--- src/include/nono_defs.svh ---
`ifndef NONO_DEFS_SVH
`define NONO_DEFS_SVH

`define MAX_DIM    11   // largest row or column count
`define BAUD_DIV   434  // 50 MHz / 115200 baud
`define FIFO_DEPTH 32   // 22 lines of an 11x11 board plus headroom

`endif

--- src/hdl/nono_pkg.sv ---
`include "nono_defs.svh"

package nono_pkg;

    localparam int dim_w = $clog2(`MAX_DIM + 1);  // enough for 0..MAX_DIM

    typedef logic [dim_w-1:0] dim_t;  // row/col count or line index

    // one parsed line as handed to the solver stage, 13 bits
    typedef struct packed {
        logic       is_col;      // 0 row, 1 column
        dim_t       line_index;  // position among rows or columns
        logic [2:0] clue_count;  // saturates at 7
        logic       bad;         // clues cannot fit the line
        logic [3:0] slack;       // free cells, 0 when bad
    } line_rec_t;

endpackage

--- src/hdl/uart_pkg.sv ---
package uart_pkg;

    typedef enum logic [1:0] {
        rx_st_idle,   // line high, waiting for start edge
        rx_st_start,  // checking start bit at its centre
        rx_st_data,   // shifting eight data bits
        rx_st_stop    // stop bit check
    } rx_state_t;

    typedef enum logic [1:0] {
        tx_st_idle,
        tx_st_start,  // driving the low start bit
        tx_st_data,   // data bits, lsb first
        tx_st_stop
    } tx_state_t;

endpackage

--- src/hdl/clue_parser.sv ---
`timescale 1ns/1ps
`include "nono_defs.svh"

module clue_parser (
    input  logic                clk_50mhz,
    input  logic                rst,
    input  logic                byte_valid,
    input  logic [7:0]          byte_data,
    output logic                rec_write,
    output nono_pkg::line_rec_t rec,
    output logic                board_done
);
    import nono_pkg::*;

    typedef enum logic [1:0] {
        p_dim_m,  // row count byte
        p_dim_n,  // column count byte
        p_count,  // clue count of next line
        p_clue    // clue bytes of current line
    } parse_state_t;

    parse_state_t state;
    logic [7:0]   m;          // rows as sent
    logic [7:0]   n;          // cols as sent
    logic         dims_bad;   // m or n outside 1..MAX_DIM
    logic         is_col;
    logic [7:0]   line_cnt;   // index among rows or cols
    logic [7:0]   k_reg;      // clue count of this line
    logic [7:0]   rem;        // clues still to come
    logic [10:0]  sum;        // six clues of 255 still fit
    logic         zero_seen;  // some clue was 0
    logic         last_line;  // record being written ends the board
    logic [7:0]   k_cur;
    logic [10:0]  sum_cur;
    logic         zero_cur;
    logic         line_end;
    logic         board_end;
    logic [7:0]   len;
    int           diff;
    line_rec_t    rec_next;

    // record of the line that the current byte closes
    always_comb begin
        k_cur     = (state == p_count) ? byte_data : k_reg;
        sum_cur   = (state == p_count) ? 11'd0 : sum + 11'(byte_data);
        zero_cur  = (state == p_clue) && (zero_seen || byte_data == 8'd0);
        line_end  = byte_valid && ((state == p_count && byte_data == 8'd0) ||
                                   (state == p_clue && rem == 8'd1));
        board_end = is_col ? (line_cnt + 8'd1 == n)
                           : (line_cnt + 8'd1 == m && n == 8'd0);  // no cols follow
        len       = is_col ? m : n;
        if (k_cur == 8'd0)
            diff = int'(len);  // empty line, all free
        else
            diff = int'(len) - int'(sum_cur) - int'(k_cur) + 1;  // one gap between blocks
        rec_next.is_col     = is_col;
        rec_next.line_index = dim_t'(line_cnt);
        rec_next.clue_count = (k_cur > 8'd7) ? 3'd7 : k_cur[2:0];
        rec_next.bad        = dims_bad || k_cur > 8'd6 || zero_cur || diff < 0;
        rec_next.slack      = rec_next.bad ? 4'd0 : 4'(diff);
    end

    always_ff @(posedge clk_50mhz) begin
        if (rst) begin
            state      <= p_dim_m;
            rec_write  <= 1'b0;
            board_done <= 1'b0;
            last_line  <= 1'b0;
            is_col     <= 1'b0;
            line_cnt   <= '0;
        end else begin
            rec_write  <= line_end;               // one cycle after last byte
            board_done <= rec_write && last_line; // one cycle after final record
            if (line_end) begin
                rec       <= rec_next;
                last_line <= board_end;
            end
            if (byte_valid) begin
                case (state)
                    p_dim_m: begin
                        m     <= byte_data;
                        state <= p_dim_n;
                    end
                    p_dim_n: begin
                        n        <= byte_data;
                        dims_bad <= m == 8'd0 || m > `MAX_DIM ||
                                    byte_data == 8'd0 || byte_data > `MAX_DIM;
                        is_col   <= (m == 8'd0);  // no rows, start on cols
                        line_cnt <= '0;
                        if (m == 8'd0 && byte_data == 8'd0) begin
                            board_done <= 1'b1;  // empty board
                            state      <= p_dim_m;
                        end else begin
                            state <= p_count;
                        end
                    end
                    p_count: begin
                        k_reg     <= byte_data;
                        rem       <= byte_data;
                        sum       <= '0;
                        zero_seen <= 1'b0;
                        if (byte_data != 8'd0) state <= p_clue;
                    end
                    p_clue: begin
                        sum       <= sum_cur;
                        zero_seen <= zero_cur;
                        rem       <= rem - 8'd1;
                    end
                    default: state <= p_dim_m;
                endcase
                if (line_end) begin  // step to next line
                    if (board_end) begin
                        state <= p_dim_m;
                    end else if (!is_col && line_cnt + 8'd1 == m) begin
                        is_col   <= 1'b1;  // rows done
                        line_cnt <= '0;
                        state    <= p_count;
                    end else begin
                        line_cnt <= line_cnt + 8'd1;
                        state    <= p_count;
                    end
                end
            end
        end
    end

endmodule

--- src/hdl/line_fifo.sv ---
`timescale 1ns/1ps

module line_fifo #(
    parameter type payload_t = logic [7:0],
    parameter int  DEPTH     = 32
) (
    input  logic     clk_50mhz,
    input  logic     rst,
    input  logic     wr_en,
    input  payload_t din,
    input  logic     rd_en,
    output payload_t dout,
    output logic     empty,
    output logic     full,
    output logic     overflow
);
    localparam int ptr_w = $clog2(DEPTH);

    payload_t         mem [DEPTH];
    logic [ptr_w-1:0] wr_ptr;
    logic [ptr_w-1:0] rd_ptr;
    logic [ptr_w:0]   count;  // occupancy
    logic             do_wr;
    logic             do_rd;

    assign empty = (count == '0);
    assign full  = (count == (ptr_w + 1)'(DEPTH));
    assign do_wr = wr_en && !full;   // write on full is lost
    assign do_rd = rd_en && !empty;
    assign dout  = mem[rd_ptr];      // head, valid while !empty

    always_ff @(posedge clk_50mhz) begin
        if (do_wr) mem[wr_ptr] <= din;
    end

    always_ff @(posedge clk_50mhz) begin
        if (rst) begin
            wr_ptr   <= '0;
            rd_ptr   <= '0;
            count    <= '0;
            overflow <= 1'b0;
        end else begin
            if (do_wr) wr_ptr <= (wr_ptr == ptr_w'(DEPTH - 1)) ? '0 : wr_ptr + 1'b1;
            if (do_rd) rd_ptr <= (rd_ptr == ptr_w'(DEPTH - 1)) ? '0 : rd_ptr + 1'b1;
            count <= count + (ptr_w + 1)'(do_wr) - (ptr_w + 1)'(do_rd);
            if (wr_en && full) overflow <= 1'b1;  // sticky until reset
        end
    end

endmodule

--- src/hdl/line_streamer.sv ---
`timescale 1ns/1ps

module line_streamer (
    input  logic                clk_50mhz,
    input  logic                rst,
    input  logic                board_done,
    input  nono_pkg::line_rec_t fifo_data,
    input  logic                fifo_empty,
    input  logic                tx_busy,
    output logic                fifo_pop,
    output logic                tx_start,
    output logic [7:0]          tx_byte,
    output logic                active,
    output logic                streamer_done
);
    import nono_pkg::*;

    typedef enum logic [1:0] {
        s_idle,    // waiting for a complete board
        s_next,    // pop next record or finish
        s_send_a,  // index and clue count byte
        s_send_b   // bad flag and slack byte
    } stream_state_t;

    stream_state_t state;
    line_rec_t     cur;      // record being sent
    logic          tx_free;

    // busy rises a cycle after tx_start, so a pending start also counts
    assign tx_free = !tx_busy && !tx_start;

    always_ff @(posedge clk_50mhz) begin
        if (rst) begin
            state         <= s_idle;
            fifo_pop      <= 1'b0;
            tx_start      <= 1'b0;
            active        <= 1'b0;
            streamer_done <= 1'b0;
        end else begin
            fifo_pop      <= 1'b0;
            tx_start      <= 1'b0;
            streamer_done <= 1'b0;
            case (state)
                s_idle: begin
                    if (board_done) begin
                        active <= 1'b1;
                        state  <= s_next;
                    end
                end
                s_next: begin
                    if (!fifo_empty) begin
                        cur      <= fifo_data;  // head is combinational
                        fifo_pop <= 1'b1;
                        state    <= s_send_a;
                    end else if (tx_free) begin  // last byte left the wire
                        active        <= 1'b0;
                        streamer_done <= 1'b1;
                        state         <= s_idle;
                    end
                end
                s_send_a: begin
                    if (tx_free) begin
                        tx_start <= 1'b1;
                        tx_byte  <= {cur.is_col, cur.line_index, cur.clue_count};
                        state    <= s_send_b;
                    end
                end
                s_send_b: begin
                    if (tx_free) begin
                        tx_start <= 1'b1;
                        tx_byte  <= {3'b000, cur.bad, cur.slack};
                        state    <= s_next;
                    end
                end
                default: state <= s_idle;
            endcase
        end
    end

endmodule

--- src/hdl/nonogram_top.sv ---
`timescale 1ns/1ps
`include "nono_defs.svh"

module nonogram_top (
    input  logic       clk_50mhz,
    input  logic       rst,
    input  logic       rx,
    output logic       tx,
    output logic [7:0] bits,
    output logic [2:0] stat
);
    import uart_pkg::*;
    import nono_pkg::*;

    logic       byte_valid;
    logic [7:0] byte_data;
    rx_state_t  rx_state;
    logic       rec_write;
    line_rec_t  rec;
    logic       board_done;
    line_rec_t  fifo_head;
    logic       fifo_empty;
    logic       overflow;
    logic       fifo_pop;
    logic       tx_start;
    logic [7:0] tx_byte;
    logic       tx_busy;
    logic       active;

    uart_rx rx0 (
        .clk_50mhz  (clk_50mhz),
        .rst        (rst),
        .rx         (rx),
        .byte_valid (byte_valid),
        .byte_data  (byte_data),
        .state      (rx_state)
    );

    clue_parser parser0 (
        .clk_50mhz  (clk_50mhz),
        .rst        (rst),
        .byte_valid (byte_valid),
        .byte_data  (byte_data),
        .rec_write  (rec_write),
        .rec        (rec),
        .board_done (board_done)
    );

    line_fifo #(
        .payload_t (line_rec_t),
        .DEPTH     (`FIFO_DEPTH)
    ) fifo0 (
        .clk_50mhz (clk_50mhz),
        .rst       (rst),
        .wr_en     (rec_write),
        .din       (rec),
        .rd_en     (fifo_pop),
        .dout      (fifo_head),
        .empty     (fifo_empty),
        .full      (),          // overflow covers the full case
        .overflow  (overflow)
    );

    line_streamer streamer0 (
        .clk_50mhz     (clk_50mhz),
        .rst           (rst),
        .board_done    (board_done),
        .fifo_data     (fifo_head),
        .fifo_empty    (fifo_empty),
        .tx_busy       (tx_busy),
        .fifo_pop      (fifo_pop),
        .tx_start      (tx_start),
        .tx_byte       (tx_byte),
        .active        (active),
        .streamer_done ()
    );

    uart_tx tx0 (
        .clk_50mhz (clk_50mhz),
        .rst       (rst),
        .tx_start  (tx_start),
        .tx_byte   (tx_byte),
        .tx        (tx),
        .busy      (tx_busy)
    );

    always_ff @(posedge clk_50mhz) begin
        if (rst) bits <= '0;
        else if (byte_valid) bits <= byte_data;  // last byte for the leds
    end

    assign stat = {active, overflow, rx_state != rx_st_idle};

endmodule

--- src/hdl/uart_rx.sv ---
`timescale 1ns/1ps
`include "nono_defs.svh"

module uart_rx (
    input  logic                clk_50mhz,
    input  logic                rst,
    input  logic                rx,
    output logic                byte_valid,
    output logic [7:0]          byte_data,
    output uart_pkg::rx_state_t state
);
    import uart_pkg::*;

    localparam int cnt_w    = $clog2(`BAUD_DIV);
    localparam int half_bit = `BAUD_DIV / 2;

    logic             rx_meta;  // first sync flop
    logic             rx_sync;  // safe to use
    logic [cnt_w-1:0] cnt;      // cycles into current bit
    logic [2:0]       bit_idx;  // data bit number

    always_ff @(posedge clk_50mhz) begin
        if (rst) begin
            rx_meta    <= 1'b1;  // idle line is high
            rx_sync    <= 1'b1;
            state      <= rx_st_idle;
            cnt        <= '0;
            bit_idx    <= '0;
            byte_valid <= 1'b0;
        end else begin
            rx_meta    <= rx;
            rx_sync    <= rx_meta;
            byte_valid <= 1'b0;  // one cycle strobe
            case (state)
                rx_st_idle: begin
                    cnt <= '0;
                    if (!rx_sync) state <= rx_st_start;  // falling start edge
                end
                rx_st_start: begin
                    if (cnt == cnt_w'(half_bit - 1)) begin
                        cnt   <= '0;
                        state <= rx_sync ? rx_st_idle : rx_st_data;  // glitch goes back
                    end else begin
                        cnt <= cnt + 1'b1;
                    end
                end
                rx_st_data: begin
                    if (cnt == cnt_w'(`BAUD_DIV - 1)) begin  // mid-bit
                        cnt       <= '0;
                        byte_data <= {rx_sync, byte_data[7:1]};  // lsb arrives first
                        bit_idx   <= bit_idx + 1'b1;
                        if (bit_idx == 3'd7) state <= rx_st_stop;
                    end else begin
                        cnt <= cnt + 1'b1;
                    end
                end
                rx_st_stop: begin
                    if (cnt == cnt_w'(`BAUD_DIV - 1)) begin
                        cnt        <= '0;
                        byte_valid <= rx_sync;  // framing error drops the byte
                        state      <= rx_st_idle;
                    end else begin
                        cnt <= cnt + 1'b1;
                    end
                end
                default: state <= rx_st_idle;
            endcase
        end
    end

endmodule

--- src/hdl/uart_tx.sv ---
`timescale 1ns/1ps
`include "nono_defs.svh"

module uart_tx (
    input  logic       clk_50mhz,
    input  logic       rst,
    input  logic       tx_start,
    input  logic [7:0] tx_byte,
    output logic       tx,
    output logic       busy
);
    import uart_pkg::*;

    localparam int cnt_w = $clog2(`BAUD_DIV);

    tx_state_t        state;
    logic [cnt_w-1:0] cnt;      // cycles into current bit
    logic [2:0]       bit_idx;
    logic [7:0]       shreg;    // remaining data bits
    logic             bit_end;

    assign bit_end = (cnt == cnt_w'(`BAUD_DIV - 1));

    always_ff @(posedge clk_50mhz) begin
        if (rst) begin
            state   <= tx_st_idle;
            cnt     <= '0;
            bit_idx <= '0;
            tx      <= 1'b1;  // line idles high
            busy    <= 1'b0;
        end else begin
            cnt <= (state == tx_st_idle || bit_end) ? '0 : cnt + 1'b1;
            case (state)
                tx_st_idle: begin
                    if (tx_start) begin
                        shreg <= tx_byte;  // latched for the whole frame
                        tx    <= 1'b0;     // start bit
                        busy  <= 1'b1;
                        state <= tx_st_start;
                    end
                end
                tx_st_start: begin
                    if (bit_end) begin
                        tx      <= shreg[0];
                        shreg   <= shreg >> 1;
                        bit_idx <= '0;
                        state   <= tx_st_data;
                    end
                end
                tx_st_data: begin
                    if (bit_end) begin
                        if (bit_idx == 3'd7) begin
                            tx    <= 1'b1;  // stop bit
                            state <= tx_st_stop;
                        end else begin
                            tx      <= shreg[0];
                            shreg   <= shreg >> 1;
                            bit_idx <= bit_idx + 1'b1;
                        end
                    end
                end
                tx_st_stop: begin
                    if (bit_end) begin
                        busy  <= 1'b0;  // frame done, 10 bits
                        state <= tx_st_idle;
                    end
                end
                default: state <= tx_st_idle;
            endcase
        end
    end

endmodule

--- config.mk ---
export PLATFORM = sky130hd
export DESIGN_NAME = nonogram_top
export DESIGN_NICKNAME = d
export VERILOG_FILES = /design/src/hdl/nono_pkg.sv /design/src/hdl/uart_pkg.sv /design/src/hdl/clue_parser.sv /design/src/hdl/line_fifo.sv /design/src/hdl/line_streamer.sv /design/src/hdl/nonogram_top.sv /design/src/hdl/uart_rx.sv /design/src/hdl/uart_tx.sv
export VERILOG_INCLUDE_DIRS = /design/src /design/src/include
export SDC_FILE = /design/constraint.sdc
export NUM_CORES = 1
export LEC_CHECK = 0
export CORE_MARGIN = 2
export CORE_UTILIZATION = 55
export CTS_CLUSTER_SIZE = 25
export DETAILED_ROUTE_END_ITERATION = 10
export DONT_BUFFER_PORTS = 1
export PLACE_DENSITY = 0.74
export RECOVER_POWER = 50
export SYNTH_ARGS = -nofsm -noshare
export SYNTH_HDL_FRONTEND = slang
export SYNTH_SLANG_ARGS = --single-unit
--- constraint.sdc ---
create_clock -name clk_50mhz -period 4.6 [get_ports clk_50mhz]
set_input_delay 0.92 -clock clk_50mhz [delete_from_list [all_inputs] [get_ports clk_50mhz]]
set_output_delay 0.92 -clock clk_50mhz [all_outputs]
set_load 0.03 [all_outputs]
## Word-level counts from Yosys, hierarchy flattened

Memories as Yosys holds them, arrays and structs flattened. A register that Yosys moved wholly into a read port is not among the register bits.
Cells that the tools add are included.

| word-level totals | value |
|---|---|
| bits in registers | 159 |
| memory bits (writable) | 416 |
| bits of input ports | 3 |
| output and inout bits | 12 |
| word-level logic and storage cells | 252 |
| memories | 1 |

Memories:

| memory | words | width | read ports | clocked after memory_dff | wr ports | RTL line | text |
|---|---|---|---|---|---|---|---|
| fifo0.mem | 32 | 13 | 1 | 1 | 1 | line_fifo.sv:19 | `payload_t mem [DEPTH];` |

| operators by class | value |
|---|---|
| $add $sub $neg | 14 |
| order comparisons | 5 |
| equal/unequal tests | 41 |
| mux-type cells | 76 |
| bitwise logic cells | 6 |
| reduce and logical (&&, ||, !) cells | 68 |

Operator list:

| cell | count |
|---|---|
| 8-bit two-way mux | 12 |
| 2-bit two-way mux | 20 |
| 32-bit by 2-bit adder with 32-bit output (second input constant) | 1 |
| 8-bit logical NOT | 4 |
| 32-bit by 1-bit less-than comparator with 1-bit output (second input constant) | 1 |
| 32-bit two-way mux | 1 |
| 8-bit one-hot mux with 2 select lines | 2 |
| 32-bit by 9-bit subtractor with 32-bit output | 1 |
| 9-bit one-hot mux with 3 select lines | 1 |
| 2-bit by 1-bit != test with 1-bit output (second input constant) | 12 |
| 2-bit one-hot mux with 4 select lines | 3 |
| 8-bit one-hot mux with 3 select lines | 1 |
| 11-bit one-hot mux with 2 select lines | 1 |
| 1-bit two-way mux | 21 |
| 3-bit AND reduction | 7 |
| 4-bit AND reduction | 5 |
| 9-bit by 1-bit adder with 9-bit output (second input constant) | 2 |
| 9-bit equality test (second input constant) | 2 |
| 9-bit two-way mux | 2 |
| 2-bit equality test (second input constant) | 8 |
| 8-bit equality test | 2 |
| 8-bit by 3-bit > comparator with 1-bit output (second input constant) | 2 |
| 8-bit by 4-bit > comparator with 1-bit output (second input constant) | 2 |
| 1-bit logical AND | 12 |
| other kinds (38) | 85 |

## Depth between registers and ports, before layout

| depth | value |
|---|---|
| depth after elaboration | 8 |
| gate-level depth with buffers | 21 |
| gate-level depth less buffers | 21 |

## Modules after synthesis

A second synthesis with hierarchy kept.

| unflattened totals | value |
|---|---|
| cell total of the unflattened synthesis | 1707 |
| area total of the unflattened synthesis | 25744.7 µm² |

By module, submodules not included:

| module | instances | cells each | area each (µm²) |
|---|---|---|---|
| line_fifo | 1 | 906 | 17167.7 |
| clue_parser | 1 | 503 | 4966.0 |
| uart_tx | 1 | 111 | 1169.9 |
| line_streamer | 1 | 66 | 1068.5 |
| uart_rx | 1 | 92 | 1066.0 |
| nonogram_top | 1 | 29 | 306.5 |

## Least setup slack after synthesis

Ideal clock, no wire load.

| timing path | value |
|---|---|
| path type | reg2reg |
| start | register rx0.byte_data[1] |
| end | register, netlist name parser0.rec[2] |
| library setup time | 0.278 ns |
| arrival | 4.285 ns |
| data required time | 4.322 ns |
| path slack | 0.037 ns |
| cell stages (with the launch flop) | 21 |
| buffers on the path | 0 |
| cell sequence | edfxtp_1 -> ha_1 -> a211oi_1 -> o21bai_1 -> a21oi_1 -> xnor2_1 -> nand2_1 -> ha_1 -> and3_1 -> a221o_1 -> nor2_1 -> xnor2_1 -> ha_1 -> ha_1 -> or3_1 -> o21ai_0 -> a21oi_1 -> and3_1 -> a21boi_0 -> o31ai_2 -> a22oi_1 |

| on the way | value |
|---|---|
| cells in the longest elaborated chain, start to end | 8 |

RTL lines:

| what | RTL line | text |
|---|---|---|
| start: declaration | uart_rx.sv:9 | `output logic [7:0] byte_data,` |
| start signal: assignment | uart_rx.sv:50 | `byte_data <= {rx_sync, byte_data[7:1]};` |
| 11-bit by 8-bit adder with 11-bit output | clue_parser.sv:45 | `sum_cur = (state == p_count) ? 11'd0 : sum + 11'(byte_data);` |
| 11-bit two-way mux | clue_parser.sv:45 |  |
| 8-bit by 11-bit subtractor with 12-bit output | clue_parser.sv:55 | `diff = int'(len) - int'(sum_cur) - int'(k_cur) + 1;` |
| 32-bit by 9-bit subtractor with 32-bit output | clue_parser.sv:55 |  |
| 32-bit by 2-bit adder with 32-bit output | clue_parser.sv:55 |  |
| 32-bit two-way mux | clue_parser.sv:52 | `if (k_cur == 8'd0)` |
| 32-bit by 1-bit less-than comparator with 1-bit output | clue_parser.sv:59 | `rec_next.bad = dims_bad \|\| k_cur > 8'd6 \|\| zero_cur \|\| diff < 0;` |
| 1-bit logical OR | clue_parser.sv:59 |  |

Several ways; a longest one is shown, not always the timed one.
A chain may end at the register's enable or synchronous reset.

## Worst setup path after layout

| timing path | value |
|---|---|
| start | register parser0.sum[1] |
| end | register, netlist name parser0.rec[2] |

| on the way | value |
|---|---|
| cells in the longest elaborated chain, start to end | 8 |

RTL lines:

| what | RTL line | text |
|---|---|---|
| start: declaration | clue_parser.sv:30 | `logic [10:0] sum;` |
| start signal: assignment | clue_parser.sv:105 | `sum <= sum_cur;` |
| 11-bit by 8-bit adder with 11-bit output (*) | clue_parser.sv:45 |  |
| 11-bit two-way mux (*) | clue_parser.sv:45 |  |
| 8-bit by 11-bit subtractor with 12-bit output (*) | clue_parser.sv:55 |  |
| 32-bit by 9-bit subtractor with 32-bit output (*) | clue_parser.sv:55 |  |
| 32-bit by 2-bit adder with 32-bit output (*) | clue_parser.sv:55 |  |
| 32-bit two-way mux (*) | clue_parser.sv:52 |  |
| 32-bit by 1-bit less-than comparator with 1-bit output | clue_parser.sv:59 |  |
| 1-bit logical OR | clue_parser.sv:59 |  |

Every way passes the cells marked *; elsewhere a longest branch is shown, timed or not.

==> results.md <==
- The peak clock frequency supported by timing is 0.215 GHz.
- The proportion of netlist area held by the largest area contributor is 61.0%.
- Counting every instance in the synthesized netlist gives 1518.
- The average routed wire per standard cell is 23.6 um.
- Yosys mapped a number of flops with a built-in enable equal to 511.
- The maximum buffer depth of the clock tree is 3.
- The worst path in the final design needs a cycle of 4.65 ns, including I/O delays and setup.
- The required arrival time at the worst endpoint is 4.95 ns.
- Sorting the synthesized cells by area gives the leading types as edfxtp_1 (61%), mux4_2 (12%), dfxtp_1 (6.1%).
- Of the total power, registers draw 55.5%.
- The number of nets handed over by synthesis was 1599.
- In this run the horizontal extent of the chip is 218 um.
- The worst setup path is captured at a flip-flop.
- The final setup violation count is 4.
- The power per cell area is 368 nW/um2.
- The largest registers in the layout are fifo0.mem (416), parser0.rec (13), streamer0.cur (13).
- Counting flops per register, the top entry is fifo0.mem.
- The detailed-route DRC error count is 0.
- The area growth from synthesis to layout is 12.1%.
- The flow ran to the end, but the final reports show violations.
- The sequential-to-total area share from yosys stat is 67.1%.
- In the final layout, the share of cells above drive strength 1 is 22.7%.
- Of the available clock period, the critical path in the final layout requires 101%.
- The design internal power is 8.32 mW.
- The buffer cell driving the clock tree root is clkbuf_16.
- At the pin with the least slew margin, the transition time is 1.26 ns.
- Across every metal layer, demand over resource in global routing totals 23.1%.
- The type of the most critical hold path is primary input to flip-flop.
- The diode insertion count for antenna repair is 0.
- Cells fill 62.3% of the core in the end.
- Combinational cells account for 1.2% of the total power.
- In this run the remaining antenna-violating nets after routing total 0.
- The summed area of non-filler cells in the final layout is 28200 um2.
- The hold slack is 0.374 ns.
- A synthesized cell averages 16.6 um2.
- At the end of routability-driven placement, the weighted congestion stood at 0.874.
- The number of buffers added on ports is 0.
- The CTS tree is yes.
- The startpoint of the most critical register-to-register path is parser0.sum[1]$_SDFFCE_PN0P_.
- The number of cells traversed by the worst register-to-register path is 20.
- The arrival time of the worst setup path is 5.00 ns.
- The worst clock skew on the final layout is 0.0129 ns.
- The cell area after technology mapping is 25200 um2.
- Headroom to the max-slew limit came out at 16.1%.
- For this run, the leading register cell type out of synthesis is edfxtp_1.
- The HPWL after detailed placement is 33400 um.
- The via total after detailed routing is 13.6k.
- The maximum number of pins on one net before global-route repair is 54.
- The count of distinct cell types in the synthesized netlist is 81.
- The first global-routing pass estimated 81500 um of wire.
- The async set or reset register ratio after synthesis is 0%.
- The initial utilization of the core area, before any placement, comes to 55.6%.
- The library cell with the largest summed area after synthesis is edfxtp_1.
- The final reports fail on negative setup slack.
- During synthesis, Yosys emitted a total of 0 warnings.
- Wires add up to 53000 um.
- In this run the worst path has a maximum fanout of 5.
- The number of antenna violations at the first check in global routing is 0.
- The number of global-route vias before repair was 13.6k.
- The final net count is 1676.
- The worst setup path is of the flip-flop to flip-flop kind.
- The flip-flop count of the largest register, all copies and words added is 416.
- After floorplanning, the core was divided into 78 placement rows.
- VDD sags by at most 0.000319 V.
- The final total power is 10.4 mW.
- The count of boundary I/O pins is 15.
- The total area inside the core boundary comes to 45300 um2.
- Synthesis inferred 588 register bits.
- The first routing iteration left 1245 violations.
- The die covers 47500 um2.
- Fill cells in the final layout number 3160.
- Using the TritonRoute via totals, the vias-per-cell ratio works out to 6.07.
- Counting every sink on the clock net gives 588.
- For hold timing, the worst endpoint is fifo0.count[3]$_SDFF_PP0_.
- The most common cell in the synthesized netlist is edfxtp_1.
- The worst hold path startpoint is rst.
- Measured along the y axis, the die boundary spans 218 um.
- The clock insertion delay at the later pin of the skew report is 0.62 ns.
- Setup repair after global routing could not meet its margin everywhere.
- Summed over all nets, the switching power comes to 2.05 mW.
- TritonCTS created 57 clock buffers.
- The total global routing overflow is 0.
- Sorting the synthesized cells by how often they occur yields edfxtp_1 (511), nor2_1 (132), mux4_2 (130).
- The count of endpoints failing hold in the final timing report is 0.
- The element type at the critical path start is a flip-flop.
- The relative contribution of the clock network to total power is 43.3%.
- The number of max-cap violations is 0.
- The first detailed-routing pass ran for 5 iterations.
- For flop-to-flop paths, the worst setup slack is -0.05 ns.
- The H-tree was split into 2 levels.
- The post-detailed-placement cell area is 26200 um2.
- The max-slew violation count is 0.
- The smallest setup slack after layout is -0.0499 ns.
- Clock-pin slew was measured on the worst setup and hold paths at 0.06 ns.
- The endpoint of the most critical register-to-register path is parser0.rec[2]$_SDFFCE_PP0P_.
- The critical path starts at parser0.sum[1]$_SDFFCE_PN0P_.
- The leakage power total is 8.50 nW.
- The depth of the worst hold-timing path is 1.
- Net switching is 19.8% of the power.
[power by group through the flow]
stage	Sequential [mW]	Clock, mW	Combinational (mW)
2_1_floorplan	5.87	0	0.110
3_5_place_dp	5.87	0	0.125
4_1_cts	5.76	4.56	0.126
3_3_place_gp	5.87	0	0.121
5_1_grt	5.76	4.76	0.140
6_report	5.76	4.49	0.125
[what timing repair did]
item | 4_1_cts | 5_1_grt
buffers inserted | 0 | 10
pin swaps | 1 | 33
endpoints found under the setup margin | 4 | 5
hold buffers | 0 | 0
resized for setup | 5 | 32
[cell type report]
cell class	count	area, um2	area share, %
Sequential cell	588	16900	59.9
Multi-Input combinational cell	812	7940	28.2
Clock buffer	70	1490	5.26
Tap cell	600	751	2.66
Timing Repair Buffer	80	596	2.11
Clock inverter	36	328	1.16
Inverter	56	210	0.745
[through the flow]
step	worst slack, ns	TNS [ns]	cells
floorplan	0.0371	0	1518
global placement	-0.0460	-0.137	2126
detailed placement	-0.0851	-0.302	2126
CTS	0.0226	0	2232
global route	-0.186	-0.787	2242
finish	-0.0499	-0.160	2242
[logic make-up (layout without fill, tap and decap cells)]
logic type               Yosys count  after routing  synth area share [%]
adder cells (fa/ha/maj)           78             78                  4.00
multiplexers                     184            184                  14.0
buffers and inverters            118            242                  1.93
AO/OA/AOI/OAI                    154            154                  4.09
XOR/XNOR                          54             54                  1.99
flip-flops                       588            588                  67.1
AND/OR/NAND/NOR                  342            342                  6.91
[how the worst max path moves through the flow]
stage | to | slack (ns)
final | parser0.rec[2]$_SDFFCE_PP0P_ | -0.05
after global routing | parser0.rec[2]$_SDFFCE_PP0P_ | -0.19
after CTS | parser0.rec[2]$_SDFFCE_PP0P_ | 0.02
after detailed placement | parser0.rec[2]$_SDFFCE_PP0P_ | -0.09
after global placement | parser0.rec[2]$_SDFFCE_PP0P_ | -0.05
after floorplan | parser0.rec[2]$_SDFFCE_PP0P_ | 0.04
[metal layers]
layer / global-route usage, % / up-vias / routed length (um)
li1: - / 6096 / -
met1: 31.1 / 6945 / 21500
met2: 37.9 / 466 / 26200
met3: 4.45 / 93 / 3620
met4: 7.76 / 0 / 1560
met5: 0 / - / 0
[placed cells by master, fill, tap and decap left out, drive strengths merged, types with 15 or more instances in the layout]
cell type	n
nor3	19
nor2	132
edfxtp	511
mux2i	19
ha	74
and3	17
buf	70
inv	55
dfxtp	77
nand2	53
xor2	25
mux4	130
a21oi	52
clkbuf	80
xnor2	27
nand3	24
mux2	35
nor2b	15
clkinv	29
o21ai	33
[critical path, cell delays in order (launching register included)]
cell      delay, ns
edfxtp_1       0.45
buf_6          0.16
fa_2           0.58
nand2_4        0.07
ha_4           0.22
nor2b_4        0.12
o31a_1         0.33
o31a_1         0.32
o21a_1         0.20
nor2_2         0.12
xnor2_1        0.09
ha_1           0.33
ha_4           0.18
or3_1          0.32
o21ai_2        0.07
a21oi_2        0.05
and3_1         0.15
a21boi_2       0.15
o31ai_2        0.22
buf_4          0.18
a22oi_2        0.07
(Power assumes the default switching activity.)
